===== src/fpu_params.svh =====
// FP16 sizes and limits; ALIGN_MAX must stay at least FP16_FRACW + GRS_W + 1 so far bits reach sticky.
`ifndef FPU_PARAMS_SVH
`define FPU_PARAMS_SVH

// Half-precision word layout.
`define FP16_W 16
`define FP16_EXPW 5
`define FP16_FRACW 10
`define FP16_BIAS 15

// Largest biased exponent of a finite value.
`define FP16_EXP_MAX 30

// Guard, round and sticky bits kept below the fraction.
`define GRS_W 3

// Carry, integer, fraction and GRS bits of the raw sum.
`define SUM_W (`FP16_FRACW + `GRS_W + 2)

// Cap on alignment shifts; beyond it all small bits sit in sticky.
`define ALIGN_MAX 14

// Width of the alignment count, must hold ALIGN_MAX.
`define ALIGN_CNTW 4

`endif


===== src/fpuTypesPkg.sv =====
// FP16 data types only; the field layout assumes the widths in fpu_params.svh.
`include "fpu_params.svh"

package fpuTypesPkg;

  // IEEE half-precision fields, sign first.
  typedef struct packed {
    logic                     sign;
    logic [`FP16_EXPW - 1:0]  exp;
    logic [`FP16_FRACW - 1:0] frac;
  } fp16_t;

  // Same word seen as raw bits on ports and as fields inside the logic.
  typedef union packed {
    logic [`FP16_W - 1:0] raw;
    fp16_t                f;
  } fp16Word_u;

  // Status word: overflow, underflow, inexact.
  typedef struct packed {
    logic OF;
    logic UF;
    logic NX;
  } opStatusFlag_t;

endpackage : fpuTypesPkg


===== src/fpuCtrlPkg.sv =====
// Controller state encoding for the multi-cycle adder; one operation in flight at a time.
package fpuCtrlPkg;

  // Step order of one add or subtract.
  // ALIGN repeats until the shift count is used up.
  typedef enum logic [2:0] {
    IDLE,
    PREP,
    ALIGN,
    ADD,
    NORM
  } ctrlState_t;

endpackage : fpuCtrlPkg


===== src/fpuAddSubCtrl.sv =====
// Sequencer for the FP16 adder; start is ignored while busy and done pulses for one cycle.
module fpuAddSubCtrl (
  input  logic clk,
  input  logic rst,
  input  logic start,
  input  logic cntZero,
  output logic prepLoad,
  output logic cntLoad,
  output logic shiftEn,
  output logic addEn,
  output logic normEn,
  output logic busy,
  output logic done
);

  fpuCtrlPkg::ctrlState_t state;
  fpuCtrlPkg::ctrlState_t stateNext;

  always_ff @(posedge clk) begin
    if (rst) begin
      state <= fpuCtrlPkg::IDLE;
      done  <= 1'b0;
    end else begin
      state <= stateNext;
      // Result lands on the same edge that leaves NORM.
      done  <= (state == fpuCtrlPkg::NORM);
    end
  end

  always_comb begin
    stateNext = state;
    case (state)
      fpuCtrlPkg::IDLE: begin
        if (start) begin
          stateNext = fpuCtrlPkg::PREP;
        end
      end
      fpuCtrlPkg::PREP: begin
        stateNext = fpuCtrlPkg::ALIGN;
      end
      // Leave only once the counter has run out.
      fpuCtrlPkg::ALIGN: begin
        if (cntZero) begin
          stateNext = fpuCtrlPkg::ADD;
        end
      end
      fpuCtrlPkg::ADD: begin
        stateNext = fpuCtrlPkg::NORM;
      end
      default: begin
        stateNext = fpuCtrlPkg::IDLE;
      end
    endcase
  end

  // Operands are captured on the accepting edge itself.
  assign prepLoad = (state == fpuCtrlPkg::IDLE) && start;
  assign cntLoad  = (state == fpuCtrlPkg::PREP);
  assign shiftEn  = (state == fpuCtrlPkg::ALIGN) && !cntZero;
  assign addEn    = (state == fpuCtrlPkg::ADD);
  assign normEn   = (state == fpuCtrlPkg::NORM);
  assign busy     = (state != fpuCtrlPkg::IDLE);

  // The alignment counter runs only in ALIGN and rests at zero elsewhere.
  assert property (@(posedge clk) disable iff (rst)
    (state != fpuCtrlPkg::ALIGN) |-> cntZero);

endmodule : fpuAddSubCtrl


===== src/fpuShiftCounter.sv =====
// Alignment timer; a load wins over a decrement in the same cycle.
`include "fpu_params.svh"

module fpuShiftCounter (
  input  logic                     clk,
  input  logic                     rst,
  input  logic                     cntLoad,
  input  logic                     shiftEn,
  input  logic [`ALIGN_CNTW - 1:0] loadValue,
  output logic                     cntZero
);

  logic [`ALIGN_CNTW - 1:0] count;

  always_ff @(posedge clk) begin
    if (rst) begin
      count <= '0;
    end else if (cntLoad) begin
      count <= loadValue;
    end else if (shiftEn) begin
      count <= count - `ALIGN_CNTW'd1;
    end
  end

  assign cntZero = (count == '0);

  // Controller must stop shifting before the count wraps.
  assert property (@(posedge clk) disable iff (rst)
    (shiftEn && !cntLoad) |-> !cntZero);

endmodule : fpuShiftCounter


===== src/fpuOperandPrep.sv =====
// Operand sort and special-value check; NaN payloads and signalling NaNs are not kept apart.
`include "fpu_params.svh"

module fpuOperandPrep (
  input  logic                     clk,
  input  logic                     rst,
  input  logic                     prepLoad,
  input  logic                     sub,
  input  logic [`FP16_W - 1:0]     opA,
  input  logic [`FP16_W - 1:0]     opB,
  output fpuTypesPkg::fp16_t       largeNum,
  output fpuTypesPkg::fp16_t       smallNum,
  output logic                     effSub,
  output logic                     special,
  output logic [`FP16_W - 1:0]     specialWord,
  output logic [`ALIGN_CNTW - 1:0] shiftAmt
);

  localparam logic [`FP16_W - 1:0] quietNaN = 16'h7E00;

  fpuTypesPkg::fp16Word_u wordA;
  fpuTypesPkg::fp16Word_u wordB;
  fpuTypesPkg::fp16_t     opBEff;
  fpuTypesPkg::fp16_t     largeNext;
  fpuTypesPkg::fp16_t     smallNext;
  logic nanA, nanB, infA, infB;
  logic effSubNext, specialNext;
  logic [`FP16_W - 1:0]     specialWordNext;
  logic [`FP16_EXPW - 1:0]  expLarge, expSmall, expDiff;
  logic [`ALIGN_CNTW - 1:0] shiftNext;

  always_comb begin
    wordA.raw = opA;
    wordB.raw = opB;

    // Subtraction is addition of B with its sign flipped.
    opBEff      = wordB.f;
    opBEff.sign = wordB.f.sign ^ sub;

    if ({wordA.f.exp, wordA.f.frac} >= {opBEff.exp, opBEff.frac}) begin
      largeNext = wordA.f;
      smallNext = opBEff;
    end else begin
      largeNext = opBEff;
      smallNext = wordA.f;
    end
    effSubNext = wordA.f.sign ^ opBEff.sign;

    nanA = (&wordA.f.exp) && (|wordA.f.frac);
    nanB = (&wordB.f.exp) && (|wordB.f.frac);
    infA = (&wordA.f.exp) && !(|wordA.f.frac);
    infB = (&wordB.f.exp) && !(|wordB.f.frac);
    specialNext = nanA | nanB | infA | infB;

    // An infinity is always the larger operand, sign already adjusted.
    if (nanA || nanB || (infA && infB && effSubNext)) begin
      specialWordNext = quietNaN;
    end else begin
      specialWordNext = largeNext;
    end

    // Subnormals sit at the scale of exponent 1.
    expLarge = (largeNext.exp == '0) ? `FP16_EXPW'd1 : largeNext.exp;
    expSmall = (smallNext.exp == '0) ? `FP16_EXPW'd1 : smallNext.exp;
    expDiff  = expLarge - expSmall;

    if (specialNext) begin
      shiftNext = '0;
    end else if (expDiff > `FP16_EXPW'(`ALIGN_MAX)) begin
      shiftNext = `ALIGN_CNTW'(`ALIGN_MAX);
    end else begin
      shiftNext = expDiff[`ALIGN_CNTW - 1:0];
    end
  end

  always_ff @(posedge clk) begin
    if (rst) begin
      effSub   <= 1'b0;
      special  <= 1'b0;
      shiftAmt <= '0;
    end else if (prepLoad) begin
      effSub   <= effSubNext;
      special  <= specialNext;
      shiftAmt <= shiftNext;
    end
  end

  always_ff @(posedge clk) begin
    if (prepLoad) begin
      largeNum    <= largeNext;
      smallNum    <= smallNext;
      specialWord <= specialWordNext;
    end
  end

endmodule : fpuOperandPrep


===== src/fpuAlignShifter.sv =====
// Bit-serial aligner; expects sorted operands, so the difference never goes negative.
`include "fpu_params.svh"

module fpuAlignShifter (
  input  logic                    clk,
  input  logic                    rst,
  input  logic                    prepLoad,
  input  logic                    shiftEn,
  input  logic                    addEn,
  input  fpuTypesPkg::fp16_t      largeNum,
  input  fpuTypesPkg::fp16_t      smallNum,
  input  logic                    effSub,
  output logic [`SUM_W - 1:0]     sumSig,
  output logic                    sumSign,
  output logic [`FP16_EXPW - 1:0] sumExp
);

  localparam int sigW = `SUM_W - 1;

  logic              loadQ;
  logic [sigW - 1:0] alignSig;
  logic [sigW - 1:0] largeSig;
  logic [`SUM_W - 1:0] sumNext;

  // Operands settle one edge after prepLoad.
  always_ff @(posedge clk) begin
    if (rst) begin
      loadQ <= 1'b0;
    end else begin
      loadQ <= prepLoad;
    end
  end

  // Hidden bit is zero for subnormals.
  // Bit 0 is sticky and keeps everything shifted past round.
  always_ff @(posedge clk) begin
    if (loadQ) begin
      alignSig <= {|smallNum.exp, smallNum.frac, `GRS_W'd0};
    end else if (shiftEn) begin
      alignSig <= {1'b0, alignSig[sigW - 1:2], |alignSig[1:0]};
    end
  end

  always_comb begin
    largeSig = {|largeNum.exp, largeNum.frac, `GRS_W'd0};
    if (effSub) begin
      sumNext = {1'b0, largeSig} - {1'b0, alignSig};
    end else begin
      sumNext = {1'b0, largeSig} + {1'b0, alignSig};
    end
  end

  always_ff @(posedge clk) begin
    if (addEn) begin
      sumSig  <= sumNext;
      // x - x is +0; only -0 + -0 keeps the minus.
      sumSign <= largeNum.sign & ~(effSub && (sumNext == '0));
      sumExp  <= (largeNum.exp == '0) ? `FP16_EXPW'd1 : largeNum.exp;
    end
  end

endmodule : fpuAlignShifter


===== src/fpuNormalizer16.sv =====
// Normalize and round to nearest-even only; sumExp must be at least 1, subnormals enter at 1.
`include "fpu_params.svh"

module fpuNormalizer16 (
  input  logic                       clk,
  input  logic                       rst,
  input  logic                       normEn,
  input  logic [`SUM_W - 1:0]        sumSig,
  input  logic                       sumSign,
  input  logic [`FP16_EXPW - 1:0]    sumExp,
  input  logic                       special,
  input  logic [`FP16_W - 1:0]       specialWord,
  output logic [`FP16_W - 1:0]       result,
  output fpuTypesPkg::opStatusFlag_t flags
);

  localparam int sigW  = `SUM_W - 1;
  localparam int lzcW  = $clog2(sigW + 1);
  localparam int expXW = `FP16_EXPW + 1;

  logic [lzcW - 1:0]           lzc;
  logic [`FP16_EXPW - 1:0]     expRoom;
  logic [`FP16_EXPW - 1:0]     lShift;
  logic [sigW - 1:0]           normSig;
  logic [expXW - 1:0]          normExp;
  logic [expXW - 1:0]          finalExp;
  logic [`FP16_FRACW + 1:0]    mant;
  logic guardBit, stickyBit, inexact, roundUp, overflow;
  fpuTypesPkg::fp16Word_u     resWord;
  fpuTypesPkg::opStatusFlag_t flagsNext;

  // Leading zeros of integer, fraction and GRS; the carry bit is handled apart.
  always_comb begin
    lzc = lzcW'(sigW);
    for (int i = 0; i < sigW; i++) begin
      if (sumSig[i]) begin
        lzc = lzcW'(sigW - 1 - i);
      end
    end
  end

  // Normalization.
  always_comb begin
    // Left shift stops at exponent 1, which leaves a subnormal.
    expRoom = sumExp - `FP16_EXPW'd1;
    if (`FP16_EXPW'(lzc) < expRoom) begin
      lShift = `FP16_EXPW'(lzc);
    end else begin
      lShift = expRoom;
    end

    if (sumSig[`SUM_W - 1]) begin
      normSig = {sumSig[`SUM_W - 1:2], |sumSig[1:0]};
      normExp = expXW'(sumExp) + expXW'(1);
    end else begin
      normSig = sumSig[sigW - 1:0] << lShift;
      normExp = expXW'(sumExp) - expXW'(lShift);
    end
  end

  // Rounding and packing.
  always_comb begin
    guardBit  = normSig[`GRS_W - 1];
    stickyBit = |normSig[`GRS_W - 2:0];
    inexact   = guardBit | stickyBit;
    roundUp   = guardBit & (stickyBit | normSig[`GRS_W]);
    mant = {1'b0, normSig[sigW - 1:`GRS_W]} + {{(`FP16_FRACW + 1){1'b0}}, roundUp};

    // Carry out renormalizes; no integer bit means subnormal or zero.
    if (mant[`FP16_FRACW + 1]) begin
      finalExp = normExp + expXW'(1);
    end else if (mant[`FP16_FRACW]) begin
      finalExp = normExp;
    end else begin
      finalExp = '0;
    end
    overflow = (finalExp > expXW'(`FP16_EXP_MAX));

    resWord.f.sign = sumSign;
    if (overflow) begin
      resWord.f.exp  = '1;
      resWord.f.frac = '0;
    end else begin
      resWord.f.exp  = finalExp[`FP16_EXPW - 1:0];
      resWord.f.frac = mant[`FP16_FRACW - 1:0];
    end

    // Overflow to infinity is never exact.
    flagsNext.OF = overflow;
    flagsNext.UF = (finalExp == '0) & inexact;
    flagsNext.NX = inexact | overflow;
  end

  always_ff @(posedge clk) begin
    if (rst) begin
      result <= '0;
      flags  <= '0;
    end else if (normEn) begin
      if (special) begin
        result <= specialWord;
        flags  <= '0;
      end else begin
        result <= resWord.raw;
        flags  <= flagsNext;
      end
    end
  end

  // Finite sums reach the normalizer at exponent 1 or above.
  assert property (@(posedge clk) disable iff (rst)
    (normEn && !special) |-> (sumExp != '0));

endmodule : fpuNormalizer16


===== src/fpuAddSub.sv =====
// FP16 add/subtract, round to nearest-even, not pipelined; done comes n + 4 cycles after start.
`include "fpu_params.svh"

module fpuAddSub (
  input  logic                       clk,
  input  logic                       rst,
  input  logic                       start,
  input  logic                       sub,
  input  logic [`FP16_W - 1:0]       opA,
  input  logic [`FP16_W - 1:0]       opB,
  output logic [`FP16_W - 1:0]       result,
  output fpuTypesPkg::opStatusFlag_t flags,
  output logic                       busy,
  output logic                       done
);

  logic prepLoad, cntLoad, shiftEn, addEn, normEn, cntZero;
  logic effSub, special;
  logic sumSign;
  logic [`FP16_W - 1:0]     specialWord;
  logic [`ALIGN_CNTW - 1:0] shiftAmt;
  logic [`SUM_W - 1:0]      sumSig;
  logic [`FP16_EXPW - 1:0]  sumExp;
  fpuTypesPkg::fp16_t largeNum;
  fpuTypesPkg::fp16_t smallNum;

  fpuAddSubCtrl ctrl (
    .clk, .rst, .start, .cntZero,
    .prepLoad, .cntLoad, .shiftEn, .addEn, .normEn, .busy, .done
  );

  fpuShiftCounter shiftCnt (
    .clk, .rst, .cntLoad, .shiftEn, .loadValue(shiftAmt), .cntZero
  );

  fpuOperandPrep prep (
    .clk, .rst, .prepLoad, .sub, .opA, .opB,
    .largeNum, .smallNum, .effSub, .special, .specialWord, .shiftAmt
  );

  fpuAlignShifter aligner (
    .clk, .rst, .prepLoad, .shiftEn, .addEn, .largeNum, .smallNum, .effSub,
    .sumSig, .sumSign, .sumExp
  );

  fpuNormalizer16 normalizer (
    .clk, .rst, .normEn, .sumSig, .sumSign, .sumExp, .special, .specialWord,
    .result, .flags
  );

endmodule : fpuAddSub


===== config.mk =====
export PLATFORM = sky130hd
export DESIGN_NAME = fpuAddSub
export DESIGN_NICKNAME = d
export VERILOG_FILES = /design/src/fpuTypesPkg.sv /design/src/fpuCtrlPkg.sv /design/src/fpuAddSubCtrl.sv /design/src/fpuShiftCounter.sv /design/src/fpuOperandPrep.sv /design/src/fpuAlignShifter.sv /design/src/fpuNormalizer16.sv /design/src/fpuAddSub.sv
export VERILOG_INCLUDE_DIRS = /design/src /design/src/src
export SDC_FILE = /design/constraint.sdc
export NUM_CORES = 1
export LEC_CHECK = 0
export ABC_AREA = 1
export BUFFER_PORTS_ARGS = -buffer_cell sky130_fd_sc_hd__buf_2
export CAP_MARGIN = 10
export CORE_MARGIN = 2
export CORE_UTILIZATION = 55
export CTS_BUF_LIST = sky130_fd_sc_hd__clkbuf_16
export DETAILED_ROUTE_END_ITERATION = 6
export HOLD_SLACK_MARGIN = 0.08
export PLACE_DENSITY = 0.7
export SYNTH_ARGS = -nofsm -noshare
export SYNTH_HDL_FRONTEND = slang
export SYNTH_HIERARCHICAL = 1
export SYNTH_SLANG_ARGS = --single-unit

===== constraint.sdc =====
create_clock -name clk -period 4.6 [get_ports clk]
set_input_delay 0.23 -clock clk [delete_from_list [all_inputs] [get_ports clk]]
set_output_delay 0.23 -clock clk [all_outputs]
set_load 0.05 [all_outputs]

## Word-level counts from Yosys, hierarchy flattened

Index checks and enable logic that the tools add are counted.

| cells by class | value |
|---|---|
| add/subtract/negate cells | 9 |
| $lt $le $gt $ge | 4 |
| equality and inequality tests | 6 |
| shifts and indexed selects | 1 |
| multiplexer cells | 36 |
| bitwise logic cells | 12 |
| reduce and logical (&&, ||, !) cells | 34 |

Operators by type and width:

| cell | number |
|---|---|
| 4-bit 2-to-1 mux | 12 |
| 15-bit 2-to-1 mux | 3 |
| 14-bit 2-to-1 mux | 3 |
| 16-bit 2-to-1 mux | 2 |
| 3-bit 2-to-1 mux | 7 |
| 10-bit OR reduction | 2 |
| 6-bit 2-to-1 mux | 3 |
| 14-bit by 14-bit adder with 15-bit output | 1 |
| 15-bit greater-or-equal comparator | 1 |
| 15-bit zero test | 1 |
| 5-bit zero test | 3 |
| 5-bit 2-to-1 mux | 3 |
| 14-bit by 14-bit subtractor with 15-bit output | 1 |
| 14-bit by 5-bit left shift with 14-bit output | 1 |
| 11-bit by 1-bit adder with 12-bit output | 1 |
| 3-bit one-hot mux with 4 select lines | 1 |
| 5-bit AND reduction | 2 |
| 5-bit OR reduction | 2 |
| 1-bit logical AND | 9 |
| 5-bit by 1-bit adder with 6-bit output, second input constant | 1 |
| 6-bit by 1-bit adder with 6-bit output, second input constant | 1 |
| 3-bit by 2-bit == test with 1-bit output, second input constant | 2 |
| 6-bit by 5-bit greater-than comparator with 1-bit output, second input constant | 1 |
| 6-bit zero test | 1 |
| 23 further kinds | 38 |

| storage, ports and cells | value |
|---|---|
| register bits after elaboration | 116 |
| output and inout bits | 21 |

## Depth between registers and ports, before layout

Gate-level depths: netlist of the first run.

| logic depth | value |
|---|---|
| depth after elaboration | 27 |
| gate-level depth with buffers | 42 |
| gate-level depth less buffers | 40 |

## Modules after synthesis

The synthesis of the first run kept the hierarchy.

By module, submodules not included:

| module | instances | cells each | area each (µm²) | seq. area each (µm²) |
|---|---|---|---|---|
| fpuOperandPrep | 1 | 337 | 3,016.6 | 1,561.5 |
| fpuNormalizer16 | 1 | 482 | 2,721.4 | 380.4 |
| fpuAlignShifter | 1 | 368 | 2,700.1 | 1,041.0 |
| fpuShiftCounter | 1 | 40 | 252.7 | 80.1 |
| fpuAddSubCtrl | 1 | 29 | 188.9 | 80.1 |

## Worst setup path after synthesis of the first run

OpenSTA, ideal clock, no wires.

| timing | value |
|---|---|
| path kind | register to register |
| from | register aligner.sumSig[12] |
| to | register normalizer.result[11] |
| setup time | 0.134 ns |
| arrival | 3.956 ns |
| setup slack | 0.511 ns |
| stages on the path, launching flop included | 30 |
| path buffers | 2 |
| cell sequence | edfxtp_1 inv_1 nand2_1 nor3_1 inv_1 nor2_1 ha_1 a21oi_1 nand2_1 nand2_1 nand3_1 nand2_4 inv_2 buf_6 o21ai_0 nor2_1 fa_1 xor2_1 nand3_1 nor2_1 inv_1 nor2_1 nand2_1 nand3_1 nand2_1 inv_2 buf_2 nand3b_1 nand2_1 a21oi_1 |

| on the way | value |
|---|---|
| cells in the longest elaborated chain, start to end | 15 |
| elaborated cells on any way between the ends | 18 |
| classes of those cells | 3 x add/sub; 2 x order compare; 1 x shift; 9 x mux; 2 x bitwise; 1 x reduce/logical |

Ends and longest elaborated chain:

| item | RTL line | source |
|---|---|---|
| from (decl) | fpuAlignShifter.sv:13 | `` output logic [`SUM_W - 1:0] sumSig, `` |
| from (signal assigned) | fpuAlignShifter.sv:55 | `sumSig <= sumNext;` |
| 4-bit 2-to-1 mux (2 in a row) | fpuNormalizer16.sv:36 | `if (sumSig[i]) begin` |
| 4-bit by 5-bit < comparator with 1-bit output (no source line) | -- |  |
| 5-bit 2-to-1 mux | fpuNormalizer16.sv:46 | `` if (`FP16_EXPW'(lzc) < expRoom) begin `` |
| 14-bit by 5-bit left shift with 14-bit output | fpuNormalizer16.sv:56 | `normSig = sumSig[sigW - 1:0] << lShift;` |
| 14-bit 2-to-1 mux | fpuNormalizer16.sv:52 | `` if (sumSig[`SUM_W - 1]) begin `` |
| 2-bit OR reduction | fpuNormalizer16.sv:64 | `` stickyBit = \|normSig[`GRS_W - 2:0]; `` |
| 1-bit bitwise OR | fpuNormalizer16.sv:66 | `` roundUp = guardBit & (stickyBit \| normSig[`GRS_W]); `` |
| 1-bit AND | fpuNormalizer16.sv:66 |  |
| 11-bit by 1-bit adder with 12-bit output | fpuNormalizer16.sv:67 | `` mant = {1'b0, normSig[sigW - 1:`GRS_W]} + {{(`FP16_FRACW + 1){1'b0}}, roundUp}; `` |
| 6-bit 2-to-1 mux | fpuNormalizer16.sv:72 | `` end else if (mant[`FP16_FRACW]) begin `` |
| 6-bit 2-to-1 mux (*) | fpuNormalizer16.sv:70 | `` if (mant[`FP16_FRACW + 1]) begin `` |
| 6-bit by 5-bit greater-than comparator with 1-bit output | fpuNormalizer16.sv:77 | `` overflow = (finalExp > expXW'(`FP16_EXP_MAX)); `` |
| 15-bit 2-to-1 mux (*) | fpuNormalizer16.sv:80 | `if (overflow) begin` |
| 16-bit 2-to-1 mux (*) | fpuNormalizer16.sv:99 | `if (special) begin` |
| to (signal assigned) | fpuNormalizer16.sv:100 | `result <= specialWord;` |
| to (signal assigned) | fpuNormalizer16.sv:103 | `result <= resWord.raw;` |
| to (decl) | fpuNormalizer16.sv:13 | `` output logic [`FP16_W - 1:0] result, `` |

Every way passes the cells marked *; elsewhere a longest branch is shown, timed or not.
A chain may end at the register's enable or synchronous reset.

## Final worst setup path of the first run

| timing | value |
|---|---|
| from | register aligner.sumExp[0] |
| to | register normalizer.result[2] |

| on the way | value |
|---|---|
| cells in the longest elaborated chain, start to end | 14 |
| elaborated cells on any way between the ends | 18 |
| classes of those cells | 5 x add/sub; 2 x order compare; 1 x shift; 7 x mux; 2 x bitwise; 1 x reduce/logical |

Ends and longest elaborated chain:

| item | RTL line | source |
|---|---|---|
| from (decl) | fpuAlignShifter.sv:15 | `` output logic [`FP16_EXPW - 1:0] sumExp `` |
| from (signal assigned) | fpuAlignShifter.sv:58 | `` sumExp <= (largeNum.exp == '0) ? `FP16_EXPW'd1 : largeNum.exp; `` |
| 5-bit by 1-bit subtractor with 5-bit output | fpuNormalizer16.sv:45 | `` expRoom = sumExp - `FP16_EXPW'd1; `` |
| 4-bit by 5-bit < comparator with 1-bit output (no source line) | -- |  |
| 5-bit 2-to-1 mux | fpuNormalizer16.sv:46 |  |
| 14-bit by 5-bit left shift with 14-bit output | fpuNormalizer16.sv:56 |  |
| 14-bit 2-to-1 mux | fpuNormalizer16.sv:52 |  |
| 2-bit OR reduction | fpuNormalizer16.sv:64 |  |
| 1-bit bitwise OR | fpuNormalizer16.sv:66 |  |
| 1-bit AND | fpuNormalizer16.sv:66 |  |
| 11-bit by 1-bit adder with 12-bit output | fpuNormalizer16.sv:67 |  |
| 6-bit 2-to-1 mux | fpuNormalizer16.sv:72 |  |
| 6-bit 2-to-1 mux | fpuNormalizer16.sv:70 |  |
| 6-bit by 5-bit greater-than comparator with 1-bit output | fpuNormalizer16.sv:77 |  |
| 15-bit 2-to-1 mux (*) | fpuNormalizer16.sv:80 |  |
| 16-bit 2-to-1 mux (*) | fpuNormalizer16.sv:99 |  |

Marked as above.

==> out/results.txt, run 1 <==
For the effective utilization at floorplan, the log shows 56.06%. The die area is 0.01710 sq mm, and the count of nets left with antenna violations after detail routing is 0. The later pin in the worst-skew pair is clocked with a latency of 0.42 ns. The maximum ir drop on the vdd rail was 267.7 uV.

The logs give 1.268 mW for the net switching power and 4.87 ns for the data required time at the worst endpoint. The quantity of I/O buffers inserted on ports is 56, and the share of layout cells above drive strength 1 is 14.83%. The cell seen most often among critical-path stages is sky130_fd_sc_hd__nand2_1. The floorplan step set the die height to 130.8 um. The logs give 0.1734 ns for the post-placement setup slack and 116 for the clock sink total. The setup clock skew after layout is 0.01287 ns. The nature of the critical path endpoint was a register. In this run the mean area of a mapped cell was 7.056 sq um. The post-synth design cell area came out at 0.008841 sq mm. For the global-route congestion overflow total, the log shows 0. In this run the static leakage power is 5.032 nW. The remaining design rule violation count is 0.

The global-route wire length before repair is 35.36 mm. The largest individual stage delay along the critical path comes from the cell sky130_fd_sc_hd__edfxtp_1. For this run, the top clock speed supported by timing is 231.6 MHz.

The highest fanout seen on the critical path is 7, and the number of detailed-routing iterations run before antenna repair is 5. Worst stage delay on the critical path: 0.45 ns. Combinational cells account for 29.6% of the total power. Setup violations remaining at the end of the flow were counted as 0. The tool flagged a number of max-cap violations equal to 0. Measured along the x axis, the die boundary spans 130.8 um. The shortest period the worst path allows was 4.318 ns. Most common cell after layout, fill and taps aside: sky130_fd_sc_hd__nand2_1. The clock network accounts for 34.5% of the total power. The logs give 0.8979 for the routability congestion estimate from global placement and 1253 for the gate count of the mapped netlist. The logs give 2 for the deepest clock path buffer count and 0.01577 sq mm for the placeable core region. The tools report the sequential share of power as 35.9%. The total CTS buffers is 17. The worst hold margin came out at 0.1186 ns. The number of vias per cell after detailed routing came out at 5.241. The run gives 57 as the number of ports placed on the die boundary.

The tools report the startpoint kind of the worst setup timing path as a register. The run gives 34 as the largest net degree at the start of global routing. The logs give 1 for the number of antenna violations at the first check in global routing and 16.92 mm for the placed wire-length estimate after detailed placement.

The part of the cycle the worst path needs came out at 93.88%. Among cell families on the critical path, the largest total delay comes from simple AND/OR/NAND/NOR gates. Once layout is done, the placed cells without fillers occupy 0.01006 sq mm. The total via count in the routed design came out at 8129. Measured against its own limit, the worst slew margin works out to 38.81%. Clock-pin slew was measured on the worst setup and hold paths at 0.05 ns.

Cells fill 63.78% of the core in the end. For this run, the number of Yosys warnings is 6. Relative area change from synthesis to final layout: 13.77%. The start-to-end type of the worst setup path is register to register.

TritonCTS built the clock tree. For the final routed database, the setup TNS stands at 0 ns. The tightest min-delay check is of the input pin to register type. The tools report the arrival time at the worst endpoint as 4.59 ns. The internal cell power is 2.424 mW, and the net switching share of the total power is 34.34%.

Registers take 0.003113 sq mm. The total count of max-transition violations in the final report is 0, and the least setup slack across all paths after layout is 0.2816 ns. The number of global-route vias before repair was 7456. The number of fillers in the final layout is 1468. The row count was 46. The run finished with clean final reports.

The final routed wire length divided by cell count was 14.10 um; the count of routing violations after the opening detailed-route iteration was 521. The post-synth net total was 1346. Leaving out fill and tap cells, the most frequent cells in the layout are 348 x sky130_fd_sc_hd__nand2_1, 197 x sky130_fd_sc_hd__inv_1, 126 x sky130_fd_sc_hd__nand3_1. Global routing used 26.57% of the available tracks across all layers. Number of hold violations in the final report: 0. The clock tree synthesis step divided the H-tree into 4 levels. The power density relative to cell area was 367.1 mW/mm^2; the area of placed instances was 0.009333 sq mm. The root buffer cell is sky130_fd_sc_hd__clkbuf_16. Buffers inserted to repair hold after CTS numbered 0. Pin slew with the least headroom to its limit: 0.9145 ns.

The buffering stage count on the worst path with inverters included works out to 3. The final layout contains 1415 nets. The repair_antennas step left the layout with diodes totalling 0.

Summing all multi-input logic gate instances after layout gives 0.004800 sq mm. Wires add up to 21.88 mm.
routing by layer:
metal  global-route usage [%]  share of wire, %  wire, um  up-vias
met3                    4.438               4.8      1059       62
met5                        0             0.032         7        -
met4                    12.14               3.3       732        2
met1                    32.68                43      9452     3615
met2                    45.86                49     10620      263
li1                         -                 -         -     4187
path summary, 6_finish.rpt:
| check | slack (ns) | end | cells after the start | startpoint |
|---|---|---|---|---|
| max reg2reg | 0.28 | normalizer/result[2] | 28 | aligner/sumExp[0] |
| max | 0.28 | normalizer/result[2] | 28 | aligner/sumExp[0] |
| min reg2reg | 0.43 | aligner/sumSig[0] | 0 | aligner/alignSig[0] |
| min | 0.12 | prep/smallNum[1] | 3 | opB[1] |
power groups by stage:
stage	sequential (mW)	combinational (mW)	clock (mW)
3_3_place_gp	1.34	1.05	0
6_report	1.33	1.09	1.27
4_1_cts	1.33	1.07	1.29
5_1_grt	1.34	1.24	1.34
2_1_floorplan	1.33	0.826	0
3_5_place_dp	1.35	1.06	0
registers in the layout (all words and copies together), names as in the netlist, 5 cells and up:
name,cells
normalizer/result,16
prep/largeNum,16
prep/specialWord,16
aligner/sumSig,15
prep/smallNum,15
aligner/alignSig,14
aligner/sumExp,5
timing repair:
action,in CTS,in global routing
buffers inserted,0,8
setup endpoints to repair,0,18
resized for setup,0,28
worst register-to-register path, delay by kind of cell (launching register included):
family                     cells  cell delay [ns]
AOI/OAI and AO/OA              3             0.44
DFF                            1             0.45
and+or+nand+nor               16             1.49
adders and majority gates      3             0.83
xor gates and xnor gates       3             0.60
buffers and inverters          3             0.37
per-stage QoR:
step | instances | power (mW)
floorplan | 1253 | 2.158
global placement | 1510 | 2.394
detailed placement | 1510 | 2.404
CTS | 1542 | 3.680
global route | 1551 | 3.920
finish | 1551 | 3.692
final cells by class:
type / count / share of cell area (%)
clock buffer: 19 / 4.727
clock inverter: 13 / 0.9951
inverter: 209 / 7.824
multi-input combinational: 891 / 47.72
sequential: 116 / 30.95
tap: 216 / 2.687
timing repair buffer: 86 / 5.026
timing repair inverter: 1 / 0.07464
(Power assumes the default switching activity.)
==> run 2: changes to the inputs <==
--- a/config.mk
+++ b/config.mk
@@ -7,7 +7,7 @@
 export NUM_CORES = 1
 export LEC_CHECK = 0
 export ABC_AREA = 1
-export BUFFER_PORTS_ARGS = -buffer_cell sky130_fd_sc_hd__buf_2
+export BUFFER_PORTS_ARGS = -buffer_cell sky130_fd_sc_hd__clkbuf_2
 export CAP_MARGIN = 10
 export CORE_MARGIN = 2
 export CORE_UTILIZATION = 55
==> run 2 against run 1 <==
Compared with the run above:
- critical path depth down 3
- clock power barely moved
- final area grew 0.77%
- maximum frequency up 0.58%
- critical path type unchanged
- worst setup slack gained 0.025 ns
- clock skew rose by 0.0023 ns
- sequential share of layout area decreased by 0.24 points
==> out/results.txt, run 2 (synthesis results as in run 1) <==
The final cell count without fillers is 1559 (+0.52%). The static leakage came out at 5.052 nW (+0.39%). Leaving out fill and tap cells, the most frequent cell in the layout is sky130_fd_sc_hd__nand2_1. The height of the die was 130.8 um (unchanged); the number of detailed-routing iterations run before antenna repair was 6 (+1). Deepest clock path buffer count: 2 (unchanged). Setup total negative slack: 0 ns (unchanged).

For the die area, the log shows 0.01710 sq mm (unchanged). The number of global-route vias before repair is 7347 (-1.5%), and the number of vias per cell after detailed routing is 5.230 (-0.22%). The number of fillers in the final layout was 1467 (-0.068%).

The overall power consumption came out at 3.738 mW (+1.3%). The run gives 4 (unchanged) as the number of H-tree branching levels. The final antenna diode count was 0 (unchanged); the relative area change from synthesis to final layout was 14.65%. The highest fanout seen on the critical path works out to 8 (+1). The critical path starts at aligner/sumExp[1]. The count of nets after finishing is 1423 (+0.57%), and the shortest period the worst path allows is 4.294 ns (-0.02474 ns).

Start-to-end type of the worst setup path: register to register. The arrival time at the worst endpoint is 4.57 ns (-0.02 ns). The worst register-to-register path begins at aligner/sumExp[1]. The clock sink total came out at 116 (unchanged). The cell count of the worst reg-to-reg path came out at 25 (-11%). The final routed wire length divided by cell count was 14.28 um (+1.2%); the number of antenna violations at the first check in global routing was 0 (-1). The logs give 0.01014 sq mm (+0.77%) for the post-route cell area and 17 (unchanged) for the total CTS buffers.

Placeable core region: 0.01577 sq mm (unchanged). The power density relative to cell area is 368.8 mW/mm^2 (+0.48%). The run gives 22.26 mm (+1.8%) as the final wirelength. STA classifies the critical path startpoint as a register. The met2 usage was 46.05% (+0.18 points); the number of hold violations in the final report was 0 (unchanged).

The total instance count after detailed placement is 1508 (-0.13%), and the count of routing violations after the opening detailed-route iteration is 471 (-9.6%). TritonCTS built the clock tree. The logs give 0 (unchanged) for the number of maximum-capacitance constraint violations and 238.0 uV (-11%) for the maximum ir drop on the vdd rail. The worst setup path is captured at a register. Die boundary width: 130.8 um (unchanged). The remaining design rule violation count was 0 (unchanged); the minimum setup slack among reg-to-reg paths was 0.31 ns (+0.02 ns). The worst hold-check path type was input pin to register.

The global-route congestion overflow total was 0 (unchanged); the clock input transition at the sequential cells of the worst setup and hold paths was 0.06 ns (about the same). Total via count in the routed design: 8153 (+0.30%). The data required time at the worst endpoint was 4.87 ns (about the same). The worst hold margin came out at 0.1036 ns (-0.01502 ns).

The area of placed instances came out at 0.009318 sq mm (-0.16%). The run gives 57 (unchanged) as the number of ports placed on the die boundary. The share of layout cells above drive strength 1 is 15.49% (+0.66 points). The routability congestion estimate from global placement came out at 0.9215 (+2.6%).

The global-route wire length before repair came out at 35.60 mm (+0.66%). The post-cts hold buffer count is 0 (unchanged), and the part of the cycle the worst path needs is 93.34% (-0.54 points). The logs give 0 (unchanged) for the final setup violation count and 232.9 MHz (+0.58%) for the maximum clock rate.

Root buffer cell: sky130_fd_sc_hd__clkbuf_16. The global routing met1 resource utilization was 34.30% (+1.6 points); the row count was 46 (unchanged). The headroom to the max-slew limit came out at 41.98% (+3.2 points). For the total count of max-transition violations in the final report, the log shows 0 (unchanged). The quantity of I/O buffers inserted on ports came out at 56 (unchanged). The top cell types in the final layout, fill and taps aside, are 348 x sky130_fd_sc_hd__nand2_1, 197 x sky130_fd_sc_hd__inv_1, 126 x sky130_fd_sc_hd__nand3_1.

The endpoint identified for the worst register-to-register timing path is normalizer/result[5]. The tools report the total global routing track utilization as 26.79% (+0.22 points). The pin slew with the least headroom to its limit is 0.8671 ns (-0.04737 ns), and the insertion delay to the later sink of the worst-skew pair is 0.43 ns (about the same).

For the largest net degree at the start of global routing, the log shows 34 (unchanged). Placed wire-length estimate after detailed placement: 16.97 mm (+0.33%). The run gives 0 (unchanged) as the count of nets left with antenna violations after detail routing.

The run gives 56.06% (unchanged) as the effective utilization at floorplan. For the setup clock skew after layout, the log shows 0.01522 ns (+0.002349 ns). Most crowded layer after global routing: met2. The flow ran to the end, and the final reports show no timing, DRC or antenna violations. The tools report the global-route track usage on met3 as 3.827% (-0.61 points). Following the worst setup path forward leads to its endpoint at normalizer/result[5].

The largest registers in the layout are normalizer/result: 16 flops, prep/largeNum: 16 flops, prep/specialWord: 16 flops.
==> run 2: cell types whose count changed in the layout (fill, tap and decap cells not counted), sizes merged <==
cell,previous run,this run
clkbuf,19,75
clkinvlp,1,2
clkinv,7,6
bufinv,1,0
buf,86,38
inv,214,215
==> run 2: metrics by stage <==
stage	worst slack [ns]	util [%]
floorplan	0.5106	-
global placement	0.2561	59.08
detailed placement	0.1266	59.08
CTS	0.1188	62.81
global route	-0.07632	64.27
finish	0.3064	64.27
==> run 2: cell type report <==
class	instances	area (sq um)	share of cell area, %
Timing Repair Buffer	94	565.5	5.580
Sequential cell	116	3113	30.71
Inverter	209	787.0	7.764
Multi-Input combinational cell	891	4805	47.40
Tap cell	216	270.3	2.666
Clock buffer	19	475.5	4.691
Timing Repair inverter	1	7.507	0.07406
Clock inverter	13	112.6	1.111
==> run 2: critical path, stage by stage, from the launching register on <==
cell	delay, ns
sky130_fd_sc_hd__edfxtp_1	0.47
sky130_fd_sc_hd__nor3_1	0.26
sky130_fd_sc_hd__xnor2_1	0.19
sky130_fd_sc_hd__ha_1	0.30
sky130_fd_sc_hd__a21oi_1	0.14
sky130_fd_sc_hd__nand2_1	0.08
sky130_fd_sc_hd__nand2_2	0.12
sky130_fd_sc_hd__nand2_4	0.11
sky130_fd_sc_hd__nand2_4	0.10
sky130_fd_sc_hd__nand2_4	0.09
sky130_fd_sc_hd__nor2_4	0.15
sky130_fd_sc_hd__nand2_1	0.09
sky130_fd_sc_hd__inv_1	0.08
sky130_fd_sc_hd__nor2_1	0.06
sky130_fd_sc_hd__ha_1	0.35
sky130_fd_sc_hd__a21oi_1	0.23
sky130_fd_sc_hd__nand2_1	0.07
sky130_fd_sc_hd__nand2_1	0.10
sky130_fd_sc_hd__nand2_1	0.06
sky130_fd_sc_hd__a21oi_1	0.15
sky130_fd_sc_hd__xor2_1	0.25
sky130_fd_sc_hd__nand3_1	0.16
sky130_fd_sc_hd__nand2_4	0.15
sky130_fd_sc_hd__clkinvlp_4	0.17
sky130_fd_sc_hd__nand4_1	0.12
sky130_fd_sc_hd__a21oi_1	0.08
==> run 2: worst min-delay path by stage <==
| stage | start | end | slack (ns) | cells after the start |
|---|---|---|---|---|
| after floorplan | rst | ctrl/state[1] | 0.30 | 1 |
| after global placement | aligner/alignSig[0] | aligner/sumSig[0] | 0.41 | 0 |
| after detailed placement | aligner/alignSig[0] | aligner/sumSig[0] | 0.42 | 0 |
| after CTS | opB[2] | prep/smallNum[2] | 0.10 | 3 |
| after global routing | opB[2] | prep/smallNum[2] | 0.11 | 3 |
| final | opB[2] | prep/smallNum[2] | 0.10 | 3 |
==> run 2: where the power goes <==
part           switching [mW]  internal (mW)  leakage, nW
Combinational           0.738          0.370         3.72
Clock                   0.536          0.769        0.289
Sequential             0.0652           1.26         1.04
Total                    1.34           2.40         5.05
==> run 2: per-layer routing <==
layer / share of wire (%) / vias to the layer above
li1: - / 4190
met4: 2.6 / 0
met3: 4.5 / 51
met5: 0 / -
met1: 44 / 3668
met2: 49 / 244
==> run 2: repair_timing <==
action | 4_1_cts | 5_1_grt
endpoints found under the setup margin | 0 | 18
gates resized for setup | 0 | 26
buffers inserted | 0 | 18
